--- src/verilog/approx_mult_cfg.svh ---
`ifndef APPROX_MULT_CFG_SVH
`define APPROX_MULT_CFG_SVH

// operand and result widths
`define AM_OPERAND_W    16
`define AM_TRUNC_W      8
`define AM_PRODUCT_W    16
`define AM_RESULT_W     32

// batch and memory sizes
`define AM_PAIRS        8
`define AM_OP_DEPTH     16
`define AM_OP_ADDR_W    4
`define AM_RES_ADDR_W   3

// shift limits and counter widths
`define AM_MAX_SHIFT    8
`define AM_SHIFT_CNT_W  4
`define AM_DSHIFT_CNT_W 5

`endif

--- src/verilog/approx_mult_pkg.sv ---
`include "approx_mult_cfg.svh"

package approx_mult_pkg;

    typedef logic [`AM_OPERAND_W-1:0]    operand_t;
    typedef logic [`AM_TRUNC_W-1:0]      trunc_t;
    typedef logic [`AM_PRODUCT_W-1:0]    product_t;
    typedef logic [`AM_RESULT_W-1:0]     result_t;
    typedef logic [`AM_OP_ADDR_W-1:0]    op_addr_t;
    typedef logic [`AM_RES_ADDR_W-1:0]   res_addr_t;
    typedef logic [`AM_SHIFT_CNT_W-1:0]  shift_cnt_t;
    typedef logic [`AM_DSHIFT_CNT_W-1:0] dshift_cnt_t;

    // one state per step of the per-pair sequence
    typedef enum logic [2:0] {
        IDLE,
        FETCH_A,
        LOAD_A,
        LOAD_B,
        NORMALIZE,
        PRODUCT,
        DENORM,
        WRITE
    } ctrl_state_e;

    // strobes from controller to datapath
    typedef struct packed {
        logic op_addr_clear;
        logic op_addr_inc;
        logic load_a;
        logic load_b;
        logic norm_en;
        logic load_product;
        logic denorm_en;
        logic res_write;
        logic res_addr_clear;
        logic res_addr_inc;
    } dp_ctrl_t;

    // flags back to the controller
    typedef struct packed {
        logic norm_done;
        logic denorm_done;
        logic last_pair;
    } dp_status_t;

endpackage

--- src/verilog/operand_normalizer.sv ---
`timescale 1ns/1ps
`include "approx_mult_cfg.svh"

module operand_normalizer (
    input  logic                        clk,
    input  logic                        arst_n,
    input  logic                        load,
    input  logic                        shift_en,
    input  approx_mult_pkg::operand_t   data,
    output approx_mult_pkg::trunc_t     trunc,
    output approx_mult_pkg::shift_cnt_t count,
    output logic                        done
);
    import approx_mult_pkg::*;

    operand_t   shreg;
    shift_cnt_t cnt;

    // leading one reached or limit hit
    assign done = shreg[`AM_OPERAND_W-1] || (cnt == shift_cnt_t'(`AM_MAX_SHIFT));

    always_ff @(posedge clk) begin
        if (load) begin
            shreg <= data;
        end else if (shift_en && !done) begin
            shreg <= shreg << 1;
        end
    end

    always_ff @(posedge clk or negedge arst_n) begin
        if (!arst_n) begin
            cnt <= '0;
        end else if (load) begin
            cnt <= '0;
        end else if (shift_en && !done) begin
            cnt <= cnt + shift_cnt_t'(1);
        end
    end

    assign trunc = shreg[`AM_OPERAND_W-1 -: `AM_TRUNC_W];
    assign count = cnt;

endmodule

--- src/verilog/operand_ram.sv ---
`timescale 1ns/1ps
`include "approx_mult_cfg.svh"

module operand_ram (
    input  logic                      clk,
    input  logic                      wr_en,
    input  approx_mult_pkg::op_addr_t wr_addr,
    input  approx_mult_pkg::operand_t wr_data,
    input  approx_mult_pkg::op_addr_t rd_addr,
    output approx_mult_pkg::operand_t rd_data
);
    import approx_mult_pkg::*;

    // pair k at 2k and 2k+1
    operand_t mem [`AM_OP_DEPTH];

    always_ff @(posedge clk) begin
        if (wr_en) begin
            mem[wr_addr] <= wr_data;
        end
    end

    // registered read, data one cycle after address
    always_ff @(posedge clk) begin
        rd_data <= mem[rd_addr];
    end

endmodule

--- src/verilog/result_ram.sv ---
`timescale 1ns/1ps
`include "approx_mult_cfg.svh"

module result_ram (
    input  logic                       clk,
    input  logic                       wr_en,
    input  approx_mult_pkg::res_addr_t wr_addr,
    input  approx_mult_pkg::result_t   wr_data,
    input  approx_mult_pkg::res_addr_t rd_addr,
    output approx_mult_pkg::result_t   rd_data
);
    import approx_mult_pkg::*;

    // one word per pair
    result_t mem [`AM_PAIRS];

    always_ff @(posedge clk) begin
        if (wr_en) begin
            mem[wr_addr] <= wr_data;
        end
    end

    always_ff @(posedge clk) begin
        rd_data <= mem[rd_addr];
    end

endmodule

--- src/verilog/approx_mult_datapath.sv ---
`timescale 1ns/1ps
`include "approx_mult_cfg.svh"

module approx_mult_datapath (
    input  logic                        clk,
    input  logic                        arst_n,
    input  approx_mult_pkg::dp_ctrl_t   ctrl,
    output approx_mult_pkg::dp_status_t status,
    output approx_mult_pkg::op_addr_t   op_rd_addr,
    input  approx_mult_pkg::operand_t   op_rd_data,
    output logic                        res_wr_en,
    output approx_mult_pkg::res_addr_t  res_wr_addr,
    output approx_mult_pkg::result_t    res_wr_data
);
    import approx_mult_pkg::*;

    op_addr_t    op_addr;
    res_addr_t   res_addr;
    trunc_t      trunc_a;
    trunc_t      trunc_b;
    shift_cnt_t  count_a;
    shift_cnt_t  count_b;
    logic        done_a;
    logic        done_b;
    product_t    product;
    result_t     out_reg;
    dshift_cnt_t dshift_cnt;

    // operand address, two steps per pair
    always_ff @(posedge clk or negedge arst_n) begin
        if (!arst_n) begin
            op_addr <= '0;
        end else if (ctrl.op_addr_clear) begin
            op_addr <= '0;
        end else if (ctrl.op_addr_inc) begin
            op_addr <= op_addr + op_addr_t'(1);
        end
    end

    operand_normalizer u_norm_a (
        .clk      (clk),
        .arst_n   (arst_n),
        .load     (ctrl.load_a),
        .shift_en (ctrl.norm_en),
        .data     (op_rd_data),
        .trunc    (trunc_a),
        .count    (count_a),
        .done     (done_a)
    );

    operand_normalizer u_norm_b (
        .clk      (clk),
        .arst_n   (arst_n),
        .load     (ctrl.load_b),
        .shift_en (ctrl.norm_en),
        .data     (op_rd_data),
        .trunc    (trunc_b),
        .count    (count_b),
        .done     (done_b)
    );

    // truncated 8x8 multiply
    assign product = trunc_a * trunc_b;

    // product goes to the upper half, then shifts back by sa+sb
    always_ff @(posedge clk) begin
        if (ctrl.load_product) begin
            out_reg <= {product, {(`AM_RESULT_W - `AM_PRODUCT_W){1'b0}}};
        end else if (ctrl.denorm_en && (dshift_cnt != '0)) begin
            out_reg <= out_reg >> 1;
        end
    end

    always_ff @(posedge clk or negedge arst_n) begin
        if (!arst_n) begin
            dshift_cnt <= '0;
        end else if (ctrl.load_product) begin
            dshift_cnt <= dshift_cnt_t'(count_a) + dshift_cnt_t'(count_b);
        end else if (ctrl.denorm_en && (dshift_cnt != '0)) begin
            dshift_cnt <= dshift_cnt - dshift_cnt_t'(1);
        end
    end

    always_ff @(posedge clk or negedge arst_n) begin
        if (!arst_n) begin
            res_addr <= '0;
        end else if (ctrl.res_addr_clear) begin
            res_addr <= '0;
        end else if (ctrl.res_addr_inc) begin
            res_addr <= res_addr + res_addr_t'(1);
        end
    end

    assign op_rd_addr  = op_addr;
    assign res_wr_en   = ctrl.res_write;
    assign res_wr_addr = res_addr;
    assign res_wr_data = out_reg;

    assign status.norm_done   = done_a & done_b;
    assign status.denorm_done = (dshift_cnt == '0);
    assign status.last_pair   = (res_addr == res_addr_t'(`AM_PAIRS - 1));

endmodule

--- src/verilog/approx_mult_controller.sv ---
`timescale 1ns/1ps

module approx_mult_controller (
    input  logic                        clk,
    input  logic                        arst_n,
    input  logic                        start,
    input  approx_mult_pkg::dp_status_t status,
    output approx_mult_pkg::dp_ctrl_t   ctrl,
    output logic                        busy,
    output logic                        done
);
    import approx_mult_pkg::*;

    ctrl_state_e state;
    ctrl_state_e state_nxt;
    logic        accept;
    logic        finish;

    assign accept = (state == IDLE) && start;
    assign finish = (state == WRITE) && status.last_pair;

    always_ff @(posedge clk or negedge arst_n) begin
        if (!arst_n) begin
            state <= IDLE;
            busy  <= 1'b0;
            done  <= 1'b0;
        end else begin
            state <= state_nxt;
            // done lands one cycle after the last write
            done  <= finish;
            if (accept) begin
                busy <= 1'b1;
            end else if (finish) begin
                busy <= 1'b0;
            end
        end
    end

    always_comb begin
        ctrl      = '0;
        state_nxt = state;
        case (state)
            IDLE: begin
                if (start) begin
                    ctrl.op_addr_clear  = 1'b1;
                    ctrl.res_addr_clear = 1'b1;
                    state_nxt           = FETCH_A;
                end
            end
            FETCH_A: begin
                // present address of a, step to b
                ctrl.op_addr_inc = 1'b1;
                state_nxt        = LOAD_A;
            end
            LOAD_A: begin
                ctrl.load_a      = 1'b1;
                ctrl.op_addr_inc = 1'b1;
                state_nxt        = LOAD_B;
            end
            LOAD_B: begin
                ctrl.load_b = 1'b1;
                state_nxt   = NORMALIZE;
            end
            NORMALIZE: begin
                ctrl.norm_en = 1'b1;
                if (status.norm_done) begin
                    state_nxt = PRODUCT;
                end
            end
            PRODUCT: begin
                ctrl.load_product = 1'b1;
                state_nxt         = DENORM;
            end
            DENORM: begin
                ctrl.denorm_en = 1'b1;
                if (status.denorm_done) begin
                    state_nxt = WRITE;
                end
            end
            WRITE: begin
                ctrl.res_write    = 1'b1;
                ctrl.res_addr_inc = 1'b1;
                if (status.last_pair) begin
                    state_nxt = IDLE;
                end else begin
                    state_nxt = FETCH_A;
                end
            end
            default: begin
                state_nxt = IDLE;
            end
        endcase
    end

endmodule

--- src/verilog/approx_mult_top.sv ---
`timescale 1ns/1ps

module approx_mult_top (
    input  logic                       clk,
    input  logic                       arst_n,
    input  logic                       start,
    output logic                       busy,
    output logic                       done,
    input  logic                       op_wr_en,
    input  approx_mult_pkg::op_addr_t  op_wr_addr,
    input  approx_mult_pkg::operand_t  op_wr_data,
    input  approx_mult_pkg::res_addr_t res_rd_addr,
    output approx_mult_pkg::result_t   res_rd_data
);
    import approx_mult_pkg::*;

    dp_ctrl_t   ctrl;
    dp_status_t status;

    op_addr_t   op_rd_addr;
    operand_t   op_rd_data;

    logic       res_wr_en;
    res_addr_t  res_wr_addr;
    result_t    res_wr_data;

    approx_mult_controller u_ctrl (
        .clk    (clk),
        .arst_n (arst_n),
        .start  (start),
        .status (status),
        .ctrl   (ctrl),
        .busy   (busy),
        .done   (done)
    );

    approx_mult_datapath u_dp (
        .clk         (clk),
        .arst_n      (arst_n),
        .ctrl        (ctrl),
        .status      (status),
        .op_rd_addr  (op_rd_addr),
        .op_rd_data  (op_rd_data),
        .res_wr_en   (res_wr_en),
        .res_wr_addr (res_wr_addr),
        .res_wr_data (res_wr_data)
    );

    // operands loaded from outside while idle
    operand_ram u_op_ram (
        .clk     (clk),
        .wr_en   (op_wr_en),
        .wr_addr (op_wr_addr),
        .wr_data (op_wr_data),
        .rd_addr (op_rd_addr),
        .rd_data (op_rd_data)
    );

    result_ram u_res_ram (
        .clk     (clk),
        .wr_en   (res_wr_en),
        .wr_addr (res_wr_addr),
        .wr_data (res_wr_data),
        .rd_addr (res_rd_addr),
        .rd_data (res_rd_data)
    );

endmodule

--- config.mk ---
export PLATFORM = sky130hd
export DESIGN_NAME = approx_mult_top
export DESIGN_NICKNAME = d
export VERILOG_FILES = /design/src/verilog/approx_mult_pkg.sv /design/src/verilog/operand_normalizer.sv /design/src/verilog/operand_ram.sv /design/src/verilog/result_ram.sv /design/src/verilog/approx_mult_datapath.sv /design/src/verilog/approx_mult_controller.sv /design/src/verilog/approx_mult_top.sv
export VERILOG_INCLUDE_DIRS = /design/src /design/src/verilog
export SDC_FILE = /design/constraint.sdc
export NUM_CORES = 1
export LEC_CHECK = 0
export BUFFER_PORTS_ARGS = -buffer_cell sky130_fd_sc_hd__buf_2
export CAP_MARGIN = 10
export CORE_UTILIZATION = 55
export CTS_CLUSTER_DIAMETER = 200
export DETAILED_ROUTE_END_ITERATION = 7
export GPL_TIMING_DRIVEN = 0
export PLACE_DENSITY = 0.76
export SYNTH_ARGS = -nofsm -noshare
export SYNTH_HDL_FRONTEND = slang
export SYNTH_SLANG_ARGS = --single-unit
--- constraint.sdc ---
create_clock -name clk -period 4.9 [get_ports clk]
set_clock_uncertainty 0.05 [all_clocks]
set_input_delay 0.98 -clock clk [delete_from_list [all_inputs] [get_ports clk]]
set_output_delay 0.98 -clock clk [all_outputs]
set_load 0.01 [all_outputs]
# After elaboration in Yosys (flattened, before gate mapping)
# Memories as Yosys holds them, arrays and structs flattened. A register that Yosys moved wholly into a read port is not among the register bits.
# Index checks and enable logic that the tools add are counted.
# Widths: inputs -> output; s select.
[classes]
add_sub_neg = 6
multipliers = 1
div = 0
magnitude_cmp = 0
n_eq_ne = 13
n_shift = 0
muxes = 36
bitwise = 1
reduce_logical = 20
[op_table]
columns = ["cell", "n"]
rows = [
  ["$mux 16", 4],
  ["$mux 32", 2],
  ["$mux 4", 6],
  ["$pmux 3 s8", 1],
  ["$mul 8x8->16", 1],
  ["$mux 1", 16],
  ["$eq 3x3->1 const B", 5],
  ["$mux 3", 5],
  ["$add 4x1->4 const B", 3],
  ["$reduce_bool 2->1", 6],
  ["$mux 5", 2],
  ["$eq 4x4->1 const B", 2],
  ["$eq 3x2->1 const B", 2],
  ["$ne 2x2->1 const B", 3],
  ["$add 4x4->5", 1],
  ["$logic_and 1x1->1", 5],
  ["$logic_not 5->1", 1],
  ["$reduce_bool 5->1", 1],
  ["$sub 5x1->5 const B", 1],
  ["$add 3x1->3 const B", 1],
  ["$eq 3x1->1 const B", 1],
  ["$logic_not 3->1", 1],
  ["$reduce_and 3->1", 1],
  ["$logic_not 1->1", 2],
  ["other kinds (3)", 4],
]
[word_totals]
ff_bits = 89
latchBits = 0
mem_bits_rw = 512
mem_bits_ro = 0
in_bits = 27
out_inout_bits = 34
elab_cells = 91
mem_count = 2
[memory_table]
columns = ["name", "depth", "word_bits", "read_ports", "rd_clocked_by_memory_dff", "wr", "line", "source"]
rows = [
  ["u_op_ram.mem", 16, 16, 1, 1, 1, "operand_ram.sv:15", "operand_t mem [`AM_OP_DEPTH];"],
  ["u_res_ram.mem", 8, 32, 1, 1, 1, "result_ram.sv:15", "result_t mem [`AM_PAIRS];"],
]

# Depth between registers and ports, before layout
# Gate-level depths: netlist of run 1.
[depth]
word_depth = 6
depth_mapped = 16
mapped_depth_nobuf = 15

# Hierarchy
# A second synthesis of run 1 with hierarchy kept.
[hier_totals]
cells_unflattened = 1465
area_unflattened_um2 = 26924.6
[by_module_without_submodules]
columns = ["mod", "n_inst", "cells_each", "area_each_um2", "seq_area_each_um2"]
rows = [
  ["result_ram", 1, 415, 10466.3, 8328.0],
  ["operand_ram", 1, 432, 10043.4, 8007.7],
  ["approx_mult_datapath", 1, 447, 4096.4, 1101.1],
  ["operand_normalizer", 2, 69, 1001.0, 580.6],
  ["approx_mult_controller", 1, 33, 316.6, 125.1],
]

# Worst setup path after synthesis of run 1
# No wires, ideal clock.
[synth_timing]
kind = "reg2reg"
from = "register u_dp.u_norm_a.shreg[15]"
to = "register u_dp.out_reg[29], in the netlist u_dp.res_wr_data[29], data pin"
setup_ns = 0.169
arrival_ns = 4.036
required_time_ns = 4.681
slack_ns = 0.645
path_stages_with_launch = 15
path_buffers = 1
synth_period_minus_slack_ns = 4.255
cell_sequence = "edfxtp_1 and2_1 fa_1 fa_1 fa_1 inv_1 fa_1 inv_1 ha_1 clkbuf_1 and3_1 a221o_1 o21a_1 o21a_1 o31ai_1"
[synth_via]
elab_chain_len = 2
[synth_rtl]
columns = ["element", "line", "source"]
rows = [
  ["from (decl)", "operand_normalizer.sv:16", "operand_t shreg;"],
  ["from (signal assigned)", "operand_normalizer.sv:24", "shreg <= data;"],
  ["from (signal assigned)", "operand_normalizer.sv:26", "shreg <= shreg << 1;"],
  ["$mul 8x8->16", "approx_mult_datapath.sv:63", "assign product = trunc_a * trunc_b;"],
  ["$mux 32", "approx_mult_datapath.sv:67", "if (ctrl.load_product) begin"],
  ["to (signal assigned)", "approx_mult_datapath.sv:68", "out_reg <= {product, {(`AM_RESULT_W - `AM_PRODUCT_W){1'b0}}};"],
  ["to (signal assigned)", "approx_mult_datapath.sv:70", "out_reg <= out_reg >> 1;"],
  ["to (decl)", "approx_mult_datapath.sv:26", "result_t out_reg;"],
]
# No other way between the ends.
# A chain may end at the register's enable or synchronous reset.

# Final worst setup path of run 1
[layout_timing]
from = "register u_dp.u_norm_b.shreg[10]"
to = "register u_dp.out_reg[29], in the netlist u_dp.res_wr_data[29], data pin"
[layout_via]
elab_chain_len = 2
[layout_rtl]
columns = ["element", "line"]
rows = [
  ["from (decl)", "operand_normalizer.sv:16"],
  ["from (signal assigned)", "operand_normalizer.sv:24"],
  ["from (signal assigned)", "operand_normalizer.sv:26"],
  ["$mul 8x8->16", "approx_mult_datapath.sv:63"],
  ["$mux 32", "approx_mult_datapath.sv:67"],
]
# No other way between the ends.

==> results of run 1 <==
-- flip-flops by register name, indices dropped and copies added (netlist names), 4 cells and up --
| name | cells |
|---|---|
| u_res_ram.mem | 256 |
| u_dp.res_wr_data | 32 |
| u_dp.u_norm_b.shreg | 16 |
| u_res_ram.rd_data | 32 |
| u_dp.dshift_cnt | 5 |
| u_dp.u_norm_a.shreg | 16 |
| u_op_ram.mem | 256 |
| u_dp.u_norm_b.count | 4 |
| u_op_ram.rd_data | 16 |
| u_dp.u_norm_a.count | 4 |
| u_dp.op_rd_addr | 4 |
-- cell type report --
| class | count | area, sq um | share of cell area |
|---|---|---|---|
| antenna | 1 | 2.50 | 0.0000826 |
| buffer | 58 | 333 | 0.0110 |
| clock buffer | 73 | 1590 | 0.0525 |
| clock inverter | 42 | 402 | 0.0133 |
| inverter | 63 | 236 | 0.00781 |
| multi-input combinational | 639 | 7410 | 0.245 |
| sequential | 649 | 18700 | 0.618 |
| tap | 615 | 769 | 0.0254 |
| timing repair buffer | 89 | 831 | 0.0274 |
-- cell usage in the layout (no fill, tap or decap), types with 31 or more instances in the layout --
cell type / instances
sky130_fd_sc_hd__a21oi_1: 31
sky130_fd_sc_hd__and2_1: 53
sky130_fd_sc_hd__buf_2: 70
sky130_fd_sc_hd__clkbuf_1: 39
sky130_fd_sc_hd__clkbuf_16: 61
sky130_fd_sc_hd__dfxtp_1: 64
sky130_fd_sc_hd__edfxtp_1: 560
sky130_fd_sc_hd__fa_1: 37
sky130_fd_sc_hd__ha_1: 52
sky130_fd_sc_hd__inv_1: 63
sky130_fd_sc_hd__mux2_2: 63
sky130_fd_sc_hd__mux4_2: 131
sky130_fd_sc_hd__nand2_1: 76
-- worst max-delay path, cell delays in order (launching register included) --
cell and delay (ns):
sky130_fd_sc_hd__edfxtp_1 0.53, sky130_fd_sc_hd__and2_1 0.24, sky130_fd_sc_hd__fa_1 0.51, sky130_fd_sc_hd__fa_1 0.54
sky130_fd_sc_hd__fa_1 0.50, sky130_fd_sc_hd__inv_1 0.05, sky130_fd_sc_hd__fa_1 0.47, sky130_fd_sc_hd__inv_1 0.04
sky130_fd_sc_hd__ha_1 0.26, sky130_fd_sc_hd__clkbuf_1 0.19, sky130_fd_sc_hd__and3_1 0.21, sky130_fd_sc_hd__a221o_1 0.28
sky130_fd_sc_hd__o21a_1 0.20, sky130_fd_sc_hd__o21a_1 0.17, sky130_fd_sc_hd__o31ai_1 0.20
-- synthesized netlist by cell type, drive strengths merged, types with 12 or more instances --
library cell / count
a21oi: 31
o21ai: 21
clkbuf: 29
fa: 37
ha: 52
mux4: 144
buf: 28
mux2: 64
and2: 53
nand2: 76
nor2: 43
dfxtp: 64
inv: 63
dfrtp: 25
nand3: 17
edfxtp: 560
xor2: 12
-- worst paths after layout --
kind / startpoint / slack, ns / to / cells past startpoint
worst min register to register: u_op_ram.rd_data[0] / 0.47 / u_dp.u_norm_b.shreg[0] / 1
worst max-delay path: u_dp.u_norm_b.shreg[10] / 0.27 / u_dp.res_wr_data[29] / 14
max in group asynchronous: arst_n / 4.07 / u_dp.op_rd_addr[1] / 1
min in group clk: u_op_ram.rd_data[0] / 0.47 / u_dp.u_norm_b.shreg[0] / 1
worst min-delay path: arst_n / 0.32 / u_ctrl.state[0] / 1
worst max register to register: u_dp.u_norm_b.shreg[10] / 0.27 / u_dp.res_wr_data[29] / 14
-- layer usage --
metal,track usage,vias to the layer above,wire length (um)
met1,0.285,6842,20900
met4,0.0668,2,1230
met2,0.396,446,28000
met3,0.0331,98,2960
met5,0,-,14
li1,-,5798,-
-- power by group through the flow --
stage                     logic [W]  registers (W)  clock network (W)
after detailed placement    0.00722        0.00751                  0
after global routing        0.00819        0.00747            0.00495
after floorplan             0.00552        0.00732                  0
after CTS                   0.00730        0.00740            0.00474
after global placement      0.00705        0.00748                  0
final                       0.00723        0.00740            0.00469
-- through the flow --
step           total power, W  setup WS, ns
2_1_floorplan          0.0128         0.645
3_3_place_gp           0.0145         -1.33
3_5_place_dp           0.0147         0.277
4_1_cts                0.0194         0.255
5_1_grt                0.0206        0.0490
6_report               0.0193         0.271
-- kinds of logic (layout without fill, tap and decap cells) --
group                      after synthesis  count (layout)  synth area share
xor gates and xnor gates                21              21           0.00692
muxes                                  212             212             0.152
adders and majority gates               89              89            0.0523
and+or+nand+nor                        232             232            0.0426
buffers and inverters                  121             325            0.0214
DFF                                    649             649             0.704
other                                    0               1                 0
AOI/OAI and AO/OA                       85              85            0.0205
==> impl_summary.log, run 1 <==
[metrics] status: finished clean
[metrics] DRC marker count from the first detailed-route iteration: 1147
[metrics] post-detailed-route count of antenna-violating nets: 0
[metrics] highest net fanout along the worst path: 9
[metrics] Setup violations, final: 0
[metrics] IO Port Bufs: 57
[metrics] kind of critical path: reg -> reg
[metrics] worst-skew pair later-pin latency: 0.62 ns
[metrics] Worst Hold Slack: 0.316 ns
[metrics] hold crit path type: in -> async
[metrics] share of power burned in combinational logic: 0.374
[metrics] # Max-Cap Violations: 0
[metrics] Net Sw Frac: 0.338
[metrics] number of nets produced by synthesis: 1525
[metrics] required time worst endpoint: 5.27 ns
[metrics] number of buffers created by CTS: 61
[metrics] gate count after technology mapping: 1409
[metrics] width of the die: 222 um
[metrics] portion of synthesized cell area occupied by the leading cell type: 0.632
[metrics] antenna violations before repair: 2
[metrics] synthesis-to-layout area growth: 13.9%
[metrics] routed length per placed instance: 23.8 um
[metrics] fin crit period: 4.63 ns
[metrics] number of top-level pins: 61
[metrics] category of the worst setup path launch point: register
[metrics] final cell utilization of the core: 0.635
[metrics] YS warnings: 0
[metrics] Cell Area, Synth: 0.0266 sq mm
[metrics] Seq cells post-synth: 649
[metrics] via density per instance: 5.92
[metrics] RSZ-0062 raised after global routing: false
[metrics] die boundary height: 222 um
[metrics] initial cell density of the core: 0.557
[metrics] P_leak: 10.6 nW
[metrics] crit path capture type: register
[metrics] number of DRC violations after detailed routing: 0
[metrics] number of synthesized flops with an enable pin: 560
[metrics] leftover overflow at the end of global routing: 0
[metrics] # fillers: 3159
[metrics] sequential area share after synthesis: 0.704
[metrics] placer congestion estimate: 0.818
[metrics] Total Neg Setup Slack: 0 ns
[metrics] Synth Area per Inst: 18.9 sq um
[metrics] CP arrival: 5.00 ns
[metrics] cell chosen for the clock root: sky130_fd_sc_hd__clkbuf_16
[metrics] maximum number of pins on one net before global-route repair: 26
[metrics] number of global-route vias before repair: 13900
[metrics] dominant cell type by area after synthesis: sky130_fd_sc_hd__edfxtp_1
[metrics] dpl hpwl: 34.0 mm
[metrics] cts-stage hold buffer count: 0
[metrics] sink count of the clock tree: 649
[metrics] worst supply voltage drop on vdd: 0.715 mV
[metrics] f_max: 216 MHz
[metrics] TritonCTS clock tree: yes
[metrics] Core Region: 0.0477 sq mm
[metrics] top area cells in the synthesized netlist: sky130_fd_sc_hd__edfxtp_1, sky130_fd_sc_hd__mux4_2, sky130_fd_sc_hd__dfxtp_1
[metrics] number of standard-cell rows in the floorplan: 80
[metrics] Pins Over Slew Limit: 0
[metrics] ratio of cells with drive above 1 in the final layout: 0.268
[metrics] sequential share of power: 0.383
[metrics] number of instances resized during post-cts repair: 0
[metrics] internal power: 0.0128 W
[metrics] detailed-router iteration count before antenna repair: 5
[metrics] count of buffers added by post-CTS timing repair for setup: 0
[metrics] placement-stage cell area: 0.0283 sq mm
[metrics] Nets: 1677
[metrics] share of the clock period used by the worst path: 0.945
[metrics] net switching power: 0.00653 W
[metrics] deepest clock path buffer count: 3
[metrics] CTS clk-pin slew, worst paths: 0.07 ns
[metrics] worst max-slew margin expressed relative to the limit: 0.288
[metrics] prevailing post-synth register cell: sky130_fd_sc_hd__edfxtp_1
[metrics] total instance count after detailed placement: 2113
[metrics] count of final hold-check violations: 0
[metrics] transition time at the pin with the least slew margin: 1.06 ns
[metrics] number of standard cells in the final layout excluding fillers: 2229
[metrics] async set-or-reset flop fraction in the synthesized netlist: 0.0385
[metrics] fraction of power consumed by the clock network: 0.243
[metrics] via count: 13200
[metrics] full die area: 0.0492 sq mm
[metrics] global router's overall resource usage: 0.223
[metrics] unique cell type count in the Yosys netlist: 57
[metrics] detailed-route wire length: 53.1 mm
[metrics] post-route cell area: 0.0303 sq mm
[metrics] power per standard cell area: 638 mW/mm^2
[metrics] global-route wire length before repair: 81.9 mm
[metrics] CTS H-tree lvls: 2
Power figures use the tool's default switching activity.
==> run 2, diff against run 1 <==
==> constraint.sdc (replaced) <==
create_clock -name clk -period 4.9 [get_ports clk]
set_clock_uncertainty 0.05 [all_clocks]
set_input_delay 0.245 -clock clk [delete_from_list [all_inputs] [get_ports clk]]
set_output_delay 0.245 -clock clk [all_outputs]
set_load 0.01 [all_outputs]
==> run 2 against run 1 <==
Clock power barely moved. Sequential share of layout area is 0.37 points lower. Combinational power is essentially flat. Wire length grew 0.56%. First-iteration DRC count decreased by 0.78%. Largest power group unchanged. Via count up 0.24%. Global-route usage rose by 0.13 points. Critical endpoint unchanged.
==> impl_summary.log, run 2 (synthesis results as in run 1) <==
[metrics] status: finished clean (unchanged)
[metrics] most common cell after layout, fill and taps aside: sky130_fd_sc_hd__edfxtp_1 (unchanged)
[metrics] placer congestion estimate: 0.818 (unchanged)
[metrics] HP Start: res_rd_addr[2]
[metrics] slowest stage cell on the critical path: sky130_fd_sc_hd__fa_1 (unchanged)
[metrics] overall power after layout: 0.0193 W (about the same)
[metrics] number of instances resized during post-cts repair: 0 (unchanged)
[metrics] detailed-route wire length: 53.4 mm (was 53.1 mm)
[metrics] CTS H-tree lvls: 2 (unchanged)
[metrics] CP arrival: 5.01 ns (was 5.00 ns)
[metrics] leftover overflow at the end of global routing: 0 (unchanged)
[metrics] number of top-level pins: 61 (unchanged)
[metrics] cell chosen for the clock root: sky130_fd_sc_hd__clkbuf_16 (unchanged)
[metrics] deepest clock path buffer count: 3 (unchanged)
[metrics] die boundary height: 222 um (unchanged)
[metrics] # fillers: 3138 (was 3159)
[metrics] crit path buf inv count: 3 (unchanged)
[metrics] required time worst endpoint: 5.28 ns (was 5.27 ns)
[metrics] count of final hold-check violations: 0 (unchanged)
[metrics] worst-skew pair later-pin latency: 0.62 ns (about the same)
[metrics] synthesis-to-layout area growth: 14.6% (was 13.9%)
[metrics] DRC marker count from the first detailed-route iteration: 1138 (was 1147)
[metrics] width of the die: 222 um (unchanged)
[metrics] launch point of the critical path: u_dp.u_norm_b.shreg[10] (unchanged)
[metrics] Core Region: 0.0477 sq mm (unchanged)
[metrics] kind of critical path: reg -> reg (unchanged)
[metrics] routed length per placed instance: 23.8 um (about the same)
[metrics] category of the worst setup path launch point: register (unchanged)
[metrics] footprint of the multi-input gates: 0.00741 sq mm (unchanged)
[metrics] FF/Latch Area: 0.0187 sq mm (unchanged)
[metrics] detailed-router iteration count before antenna repair: 5 (unchanged)
[metrics] most frequent cells in the layout: sky130_fd_sc_hd__edfxtp_1, sky130_fd_sc_hd__mux4_2, sky130_fd_sc_hd__nand2_1 (unchanged)
[metrics] number of standard cells in the final layout excluding fillers: 2247 (was 2229)
[metrics] Setup violations, final: 0 (unchanged)
[metrics] dpl hpwl: 34.0 mm (unchanged)
[metrics] slowest cell delay on critical path: 0.54 ns (about the same)
[metrics] number of standard-cell rows in the floorplan: 80 (unchanged)
[metrics] global router's overall resource usage: 0.224 (was 0.223)
[metrics] number of global-route vias before repair: 14000 (was 13900)
[metrics] share of the clock period used by the worst path: 0.945 (about the same)
[metrics] number of DRC violations after detailed routing: 0 (unchanged)
[metrics] number of buffers created by CTS: 61 (unchanged)
[metrics] transition time at the pin with the least slew margin: 1.06 ns (about the same)
[metrics] TritonCTS clock tree: yes (unchanged)
[metrics] final cell utilization of the core: 0.638 (was 0.635)
[metrics] RSZ-0062 raised after global routing: false (unchanged)
[metrics] Nets: 1695 (was 1677)
[metrics] fin crit period: 4.63 ns (about the same)
[metrics] critical path, cell by cell: and2_1, fa_1, fa_1, fa_1, inv_1, fa_1, inv_1, ha_1, clkbuf_1, and3_1, a221o_1, o21a_1, o21a_1, o31ai_1 (unchanged)
[metrics] global-route wire length before repair: 82.3 mm (was 81.9 mm)
[metrics] Largest delay share family, worst path: adder cells (unchanged)
[metrics] launch point of the worst reg-to-reg path: u_dp.u_norm_b.shreg[10] (unchanged)
[metrics] IO Port Bufs: 57 (unchanged)
[metrics] maximum number of pins on one net before global-route repair: 26 (unchanged)
[metrics] f_max: 216 MHz (about the same)
[metrics] total instance count after detailed placement: 2113 (unchanged)
[metrics] worst supply voltage drop on vdd: 0.713 mV (was 0.715 mV)
[metrics] initial cell density of the core: 0.557 (unchanged)
[metrics] # Max-Cap Violations: 0 (unchanged)
[metrics] crit-path most repeated cell: sky130_fd_sc_hd__fa_1 (unchanged)
[metrics] CTS clk-pin slew, worst paths: 0.06 ns (was 0.07 ns)
[metrics] via count: 13200 (about the same)
[metrics] post-route cell area: 0.0305 sq mm (was 0.0303 sq mm)
[metrics] registers with the most flip-flops: u_op_ram.mem: 256 flops, u_res_ram.mem: 256 flops (unchanged)
[metrics] hold crit path type: in -> reg (was in -> async)
[metrics] placement-stage cell area: 0.0283 sq mm (unchanged)
[metrics] ratio of cells with drive above 1 in the final layout: 0.265 (was 0.268)
[metrics] P_leak: 10.7 nW (was 10.6 nW)
[metrics] Pins Over Slew Limit: 0 (unchanged)
[metrics] worst max-slew margin expressed relative to the limit: 0.289 (was 0.288)
[metrics] full die area: 0.0492 sq mm (unchanged)
[metrics] highest net fanout along the worst path: 9 (unchanged)
[metrics] power per standard cell area: 635 mW/mm^2 (was 638 mW/mm^2)
[metrics] post-detailed-route count of antenna-violating nets: 0 (unchanged)
[metrics] crit path capture type: register (unchanged)
[metrics] via density per instance: 5.88 (was 5.92)
[metrics] sink count of the clock tree: 649 (unchanged)
[metrics] antenna violations before repair: 2 (unchanged)
[run 2: cell types whose count changed in the layout (fill, tap and decap cells not counted), sizes merged]
cell	before	now
dlygate4sd3	0	18
[run 2: final timing paths]
| check | slack, ns | end | cells after the start |
|---|---|---|---|
| max | 0.27 | u_dp.res_wr_data[29] | 14 |
| min | 0.02 | u_res_ram.rd_data[31] | 2 |
| max reg2reg | 0.27 | u_dp.res_wr_data[29] | 14 |
| min reg2reg | 0.48 | u_dp.u_norm_b.shreg[0] | 1 |
| max in group asynchronous | 4.27 | u_dp.op_rd_addr[1] | 2 |
| min in group asynchronous | 0.12 | u_ctrl.done | 2 |
[run 2: report_power, final]
part | total [W] | internal [W] | switching (W) | leakage (nW)
clock | 0.00470 | 0.00269 | 0.00201 | 0.969
sequential | 0.00740 | 0.00691 | 0.000495 | 6.08
combinational | 0.00724 | 0.00320 | 0.00404 | 3.62
total | 0.0193 | 0.0128 | 0.00654 | 10.7
[run 2: stage by stage]
stage | setup TNS (ns) | hold WS (ns) | worst slack, ns
floorplan | 0 | -0.101 | 0.645
global placement | -75.43 | 0.232 | -1.33
detailed placement | 0 | 0.239 | 0.277
CTS | 0 | 0.0111 | 0.255
global route | 0 | 0.0398 | 0.0490
finish | 0 | 0.0206 | 0.270
[run 2: area by class of cell]
cell class / count / area share
Sequential cell: 649 / 0.614
Multi-Input combinational cell: 639 / 0.243
Clock buffer: 73 / 0.0522
Timing Repair Buffer: 107 / 0.0332
Tap cell: 615 / 0.0252
Clock inverter: 42 / 0.0132
Buffer: 58 / 0.0109
Inverter: 63 / 0.00776
Antenna cell: 1 / 0.0000821
[run 2: metal layers]
metal / share of wire / track usage / vias up
li1: - / - / 5833
met1: 0.40 / 0.286 / 6863
met2: 0.53 / 0.399 / 420
met3: 0.050 / 0.0315 / 100
met4: 0.024 / 0.0701 / 2
met5: 0.00024 / 0 / -
[run 2: what timing repair did]
action	4_1_cts	5_1_grt
setup endpoints to repair	0	0
hold buffers	18	0
setup buffers	0	0
hold endpoints to repair	282	0
[run 2: worst reg2reg max path: stages, from the launching register on]
cell	delay [ns]
sky130_fd_sc_hd__edfxtp_1	0.53
sky130_fd_sc_hd__and2_1	0.25
sky130_fd_sc_hd__fa_1	0.51
sky130_fd_sc_hd__fa_1	0.54
sky130_fd_sc_hd__fa_1	0.50
sky130_fd_sc_hd__inv_1	0.05
sky130_fd_sc_hd__fa_1	0.47
sky130_fd_sc_hd__inv_1	0.04
sky130_fd_sc_hd__ha_1	0.26
sky130_fd_sc_hd__clkbuf_1	0.19
sky130_fd_sc_hd__and3_1	0.21
sky130_fd_sc_hd__a221o_1	0.28
sky130_fd_sc_hd__o21a_1	0.20
sky130_fd_sc_hd__o21a_1	0.17
sky130_fd_sc_hd__o31ai_1	0.20
==> run 3, diff against run 2 <==
GPL_TIMING_DRIVEN = default   (was 0)
==> run 3 against run 2 <==
Global-route usage fell by 0.96 points. Total power fell by 0.33%. Critical path depth fell by 1. Sequential share of layout area rose by 1.0 points. First-iteration DRC count fell by 8.2%.
==> impl_summary.log, run 3 (synthesis results as in run 1) <==
[metrics] status: finished clean (unchanged)
[metrics] IO Port Bufs: 60 (was 57)
[metrics] sequential share of power: 0.394 (was 0.383)
[metrics] CTS clk-pin slew, worst paths: 0.06 ns (about the same)
[metrics] CTS H-tree lvls: 3 (was 2)
[metrics] Worst Hold Slack: 0.0428 ns (was 0.0206 ns)
[metrics] fraction of power consumed by the clock network: 0.254 (was 0.243)
[metrics] global router's overall resource usage: 0.215 (was 0.224)
[metrics] highest net fanout along the worst path: 9 (unchanged)
[metrics] RSZ-0062 raised after global routing: false (unchanged)
[metrics] detailed-route wire length: 50.9 mm (was 53.4 mm)
[metrics] number of global-route vias before repair: 13700 (was 14000)
[metrics] required time worst endpoint: 5.27 ns (was 5.28 ns)
[metrics] most frequent cells in the layout: sky130_fd_sc_hd__edfxtp_1, sky130_fd_sc_hd__mux4_2, sky130_fd_sc_hd__nand2_1 (unchanged)
[metrics] Setup violations, final: 0 (unchanged)
[metrics] hold crit path type: in -> reg (unchanged)
[metrics] initial cell density of the core: 0.557 (unchanged)
[metrics] CP arrival: 4.88 ns (was 5.01 ns)
[metrics] category of the worst setup path launch point: register (unchanged)
[metrics] crit path capture type: register (unchanged)
[metrics] fin crit period: 4.51 ns (was 4.63 ns)
[metrics] routed length per placed instance: 23.2 um (was 23.8 um)
[metrics] number of buffers created by CTS: 66 (was 61)
[metrics] P_leak: 10.5 nW (was 10.7 nW)
[metrics] worst max-slew margin expressed relative to the limit: 0.264 (was 0.289)
[metrics] Nets: 1647 (was 1695)
[metrics] Net Sw Frac: 0.334 (was 0.338)
[metrics] worst supply voltage drop on vdd: 0.759 mV (was 0.713 mV)
[metrics] count of final hold-check violations: 0 (unchanged)
[metrics] full die area: 0.0492 sq mm (unchanged)
[metrics] Pins Over Slew Limit: 0 (unchanged)
[metrics] detailed-router iteration count before antenna repair: 5 (unchanged)
[metrics] deepest clock path buffer count: 3 (unchanged)
[metrics] DRC marker count from the first detailed-route iteration: 1045 (was 1138)
[metrics] cell chosen for the clock root: sky130_fd_sc_hd__clkbuf_16 (unchanged)
[metrics] number of DRC violations after detailed routing: 0 (unchanged)
[metrics] dpl hpwl: 29.3 mm (was 34.0 mm)
[metrics] TritonCTS clock tree: yes (unchanged)
[metrics] crit path setup slack, layout: 0.392 ns (was 0.270 ns)
[metrics] die boundary height: 222 um (unchanged)
[metrics] maximum number of pins on one net before global-route repair: 50 (was 26)
[metrics] slowest cell delay on critical path: 0.54 ns (about the same)
[metrics] internal power: 0.0128 W (about the same)
[metrics] crit-path most repeated cell: sky130_fd_sc_hd__fa_1 (unchanged)
[metrics] via count: 13000 (was 13200)
[metrics] antenna violations before repair: 2 (unchanged)
[metrics] number of standard-cell rows in the floorplan: 80 (unchanged)
[metrics] worst-skew pair later-pin latency: 0.61 ns (was 0.62 ns)
[metrics] Total Neg Setup Slack: 0 ns (unchanged)
[metrics] number of instances resized during post-cts repair: 0 (unchanged)
[metrics] post-detailed-route count of antenna-violating nets: 0 (unchanged)
[metrics] leftover overflow at the end of global routing: 0 (unchanged)
[metrics] slowest stage cell on the critical path: sky130_fd_sc_hd__fa_1 (unchanged)
[metrics] number of top-level pins: 61 (unchanged)
[metrics] global-route wire length before repair: 79.4 mm (was 82.3 mm)
[metrics] post-route cell area: 0.0300 sq mm (was 0.0305 sq mm)
[metrics] sink count of the clock tree: 649 (unchanged)
[metrics] transition time at the pin with the least slew margin: 1.10 ns (was 1.06 ns)
[metrics] post-place setup slack: 0.404 ns (was 0.277 ns)
[metrics] power per standard cell area: 643 mW/mm^2 (was 635 mW/mm^2)
[metrics] share of power burned in combinational logic: 0.353 (was 0.374)
[metrics] via density per instance: 5.89 (was 5.88)
[metrics] synthesis-to-layout area growth: 12.7% (was 14.6%)
[metrics] # Max-Cap Violations: 0 (unchanged)
[metrics] Core Region: 0.0477 sq mm (unchanged)
[metrics] share of the clock period used by the worst path: 0.920 (was 0.945)
[metrics] f_max: 222 MHz (was 216 MHz)
[metrics] ratio of cells with drive above 1 in the final layout: 0.257 (was 0.265)
[metrics] registers with the most flip-flops: u_op_ram.mem: 256 flops, u_res_ram.mem: 256 flops (unchanged)
[metrics] critical path, cell by cell: and2_1, fa_1, fa_1, fa_1, inv_1, fa_1, inv_1, ha_1, a21o_1, a221o_1, o21a_1, o21a_1, o31ai_1 (was and2_1, fa_1, fa_1, fa_1, inv_1, fa_1, inv_1, ha_1, clkbuf_1, and3_1, a221o_1, o21a_1, o21a_1, o31ai_1)
[metrics] net switching power: 0.00644 W (was 0.00654 W)
[metrics] placement-stage cell area: 0.0277 sq mm (was 0.0283 sq mm)
[metrics] width of the die: 222 um (unchanged)
[metrics] kind of critical path: reg -> reg (unchanged)
[metrics] placer congestion estimate: 0.840 (was 0.818)
[metrics] most common cell after layout, fill and taps aside: sky130_fd_sc_hd__edfxtp_1 (unchanged)
run 3: cell count changes in the layout (fill, tap and decap cells not counted), moves of 6 or more:
cell	delta
sky130_fd_sc_hd__buf_12	-9
sky130_fd_sc_hd__buf_16	-7
sky130_fd_sc_hd__buf_2	-11
sky130_fd_sc_hd__buf_4	+27
sky130_fd_sc_hd__buf_6	-11
sky130_fd_sc_hd__buf_8	-8
sky130_fd_sc_hd__clkbuf_1	-15
sky130_fd_sc_hd__clkbuf_16	+6
sky130_fd_sc_hd__clkinv_1	-10
sky130_fd_sc_hd__nor2_1	+12
sky130_fd_sc_hd__nor2_2	-12
run 3: final timing paths:
path	from	to	slack (ns)	cells past startpoint
max in group asynchronous	arst_n	u_dp.op_rd_addr[0]	4.21	2
worst max register to register	u_dp.u_norm_b.shreg[10]	u_dp.res_wr_data[29]	0.39	13
worst min-delay path	start	u_ctrl.state[2]	0.04	4
worst min register to register	u_ctrl.busy	u_ctrl.busy	0.48	2
worst max-delay path	u_dp.u_norm_b.shreg[10]	u_dp.res_wr_data[29]	0.39	13
min in group asynchronous	arst_n	u_ctrl.done	0.14	2
run 3: per-stage QoR:
step	utilization	std cells	total power (W)
final	0.628	2199	0.0193
after global routing	0.628	2199	0.0206
after CTS	0.628	2198	0.0194
after detailed placement	0.580	2061	0.0144
after global placement	0.580	2061	0.0142
after floorplan	-	1409	0.0128
run 3: area by class of cell:
type                    instances  area, sq um
inverters                      63          236
flip-flops and latches        649        18700
diodes                          1         2.50
well taps                     615          769
multi-input cells             639         7390
clock buffers                  97         1850
clock inverters                23          260
fillers                      3233        17800
repair buffers                112          736
run 3: layer usage:
layer,global-route usage,up-vias,routed length [um]
met5,0,-,13
li1,-,5738,-
met4,0.0645,2,1120
met3,0.0408,86,2820
met1,0.271,6721,20100
met2,0.378,404,26900
run 3: power by group through the flow:
| stage | combinational (W) | clock (W) | sequential [W] |
|---|---|---|---|
| after floorplan | 0.00552 | 0 | 0.00732 |
| after global placement | 0.00659 | 0 | 0.00764 |
| after detailed placement | 0.00672 | 0 | 0.00771 |
| after CTS | 0.00684 | 0.00497 | 0.00760 |
| after global routing | 0.00771 | 0.00516 | 0.00769 |
| final | 0.00680 | 0.00489 | 0.00759 |
run 3: critical path: cells and delay by family, from the launching register on:
kind,cells,cell delay [ns]
AO/OA/AOI/OAI,5,1.13
adder cells (fa/ha/maj),5,2.36
buffers and inverters,2,0.09
flip-flops,1,0.51
AND/OR/NAND/NOR,1,0.23
run 3: timing repair:
| item | in CTS | in global routing |
|---|---|---|
| endpoints found under the hold margin | 281 | 0 |
| hold buffers | 17 | 0 |
| setup buffers | 0 | 0 |
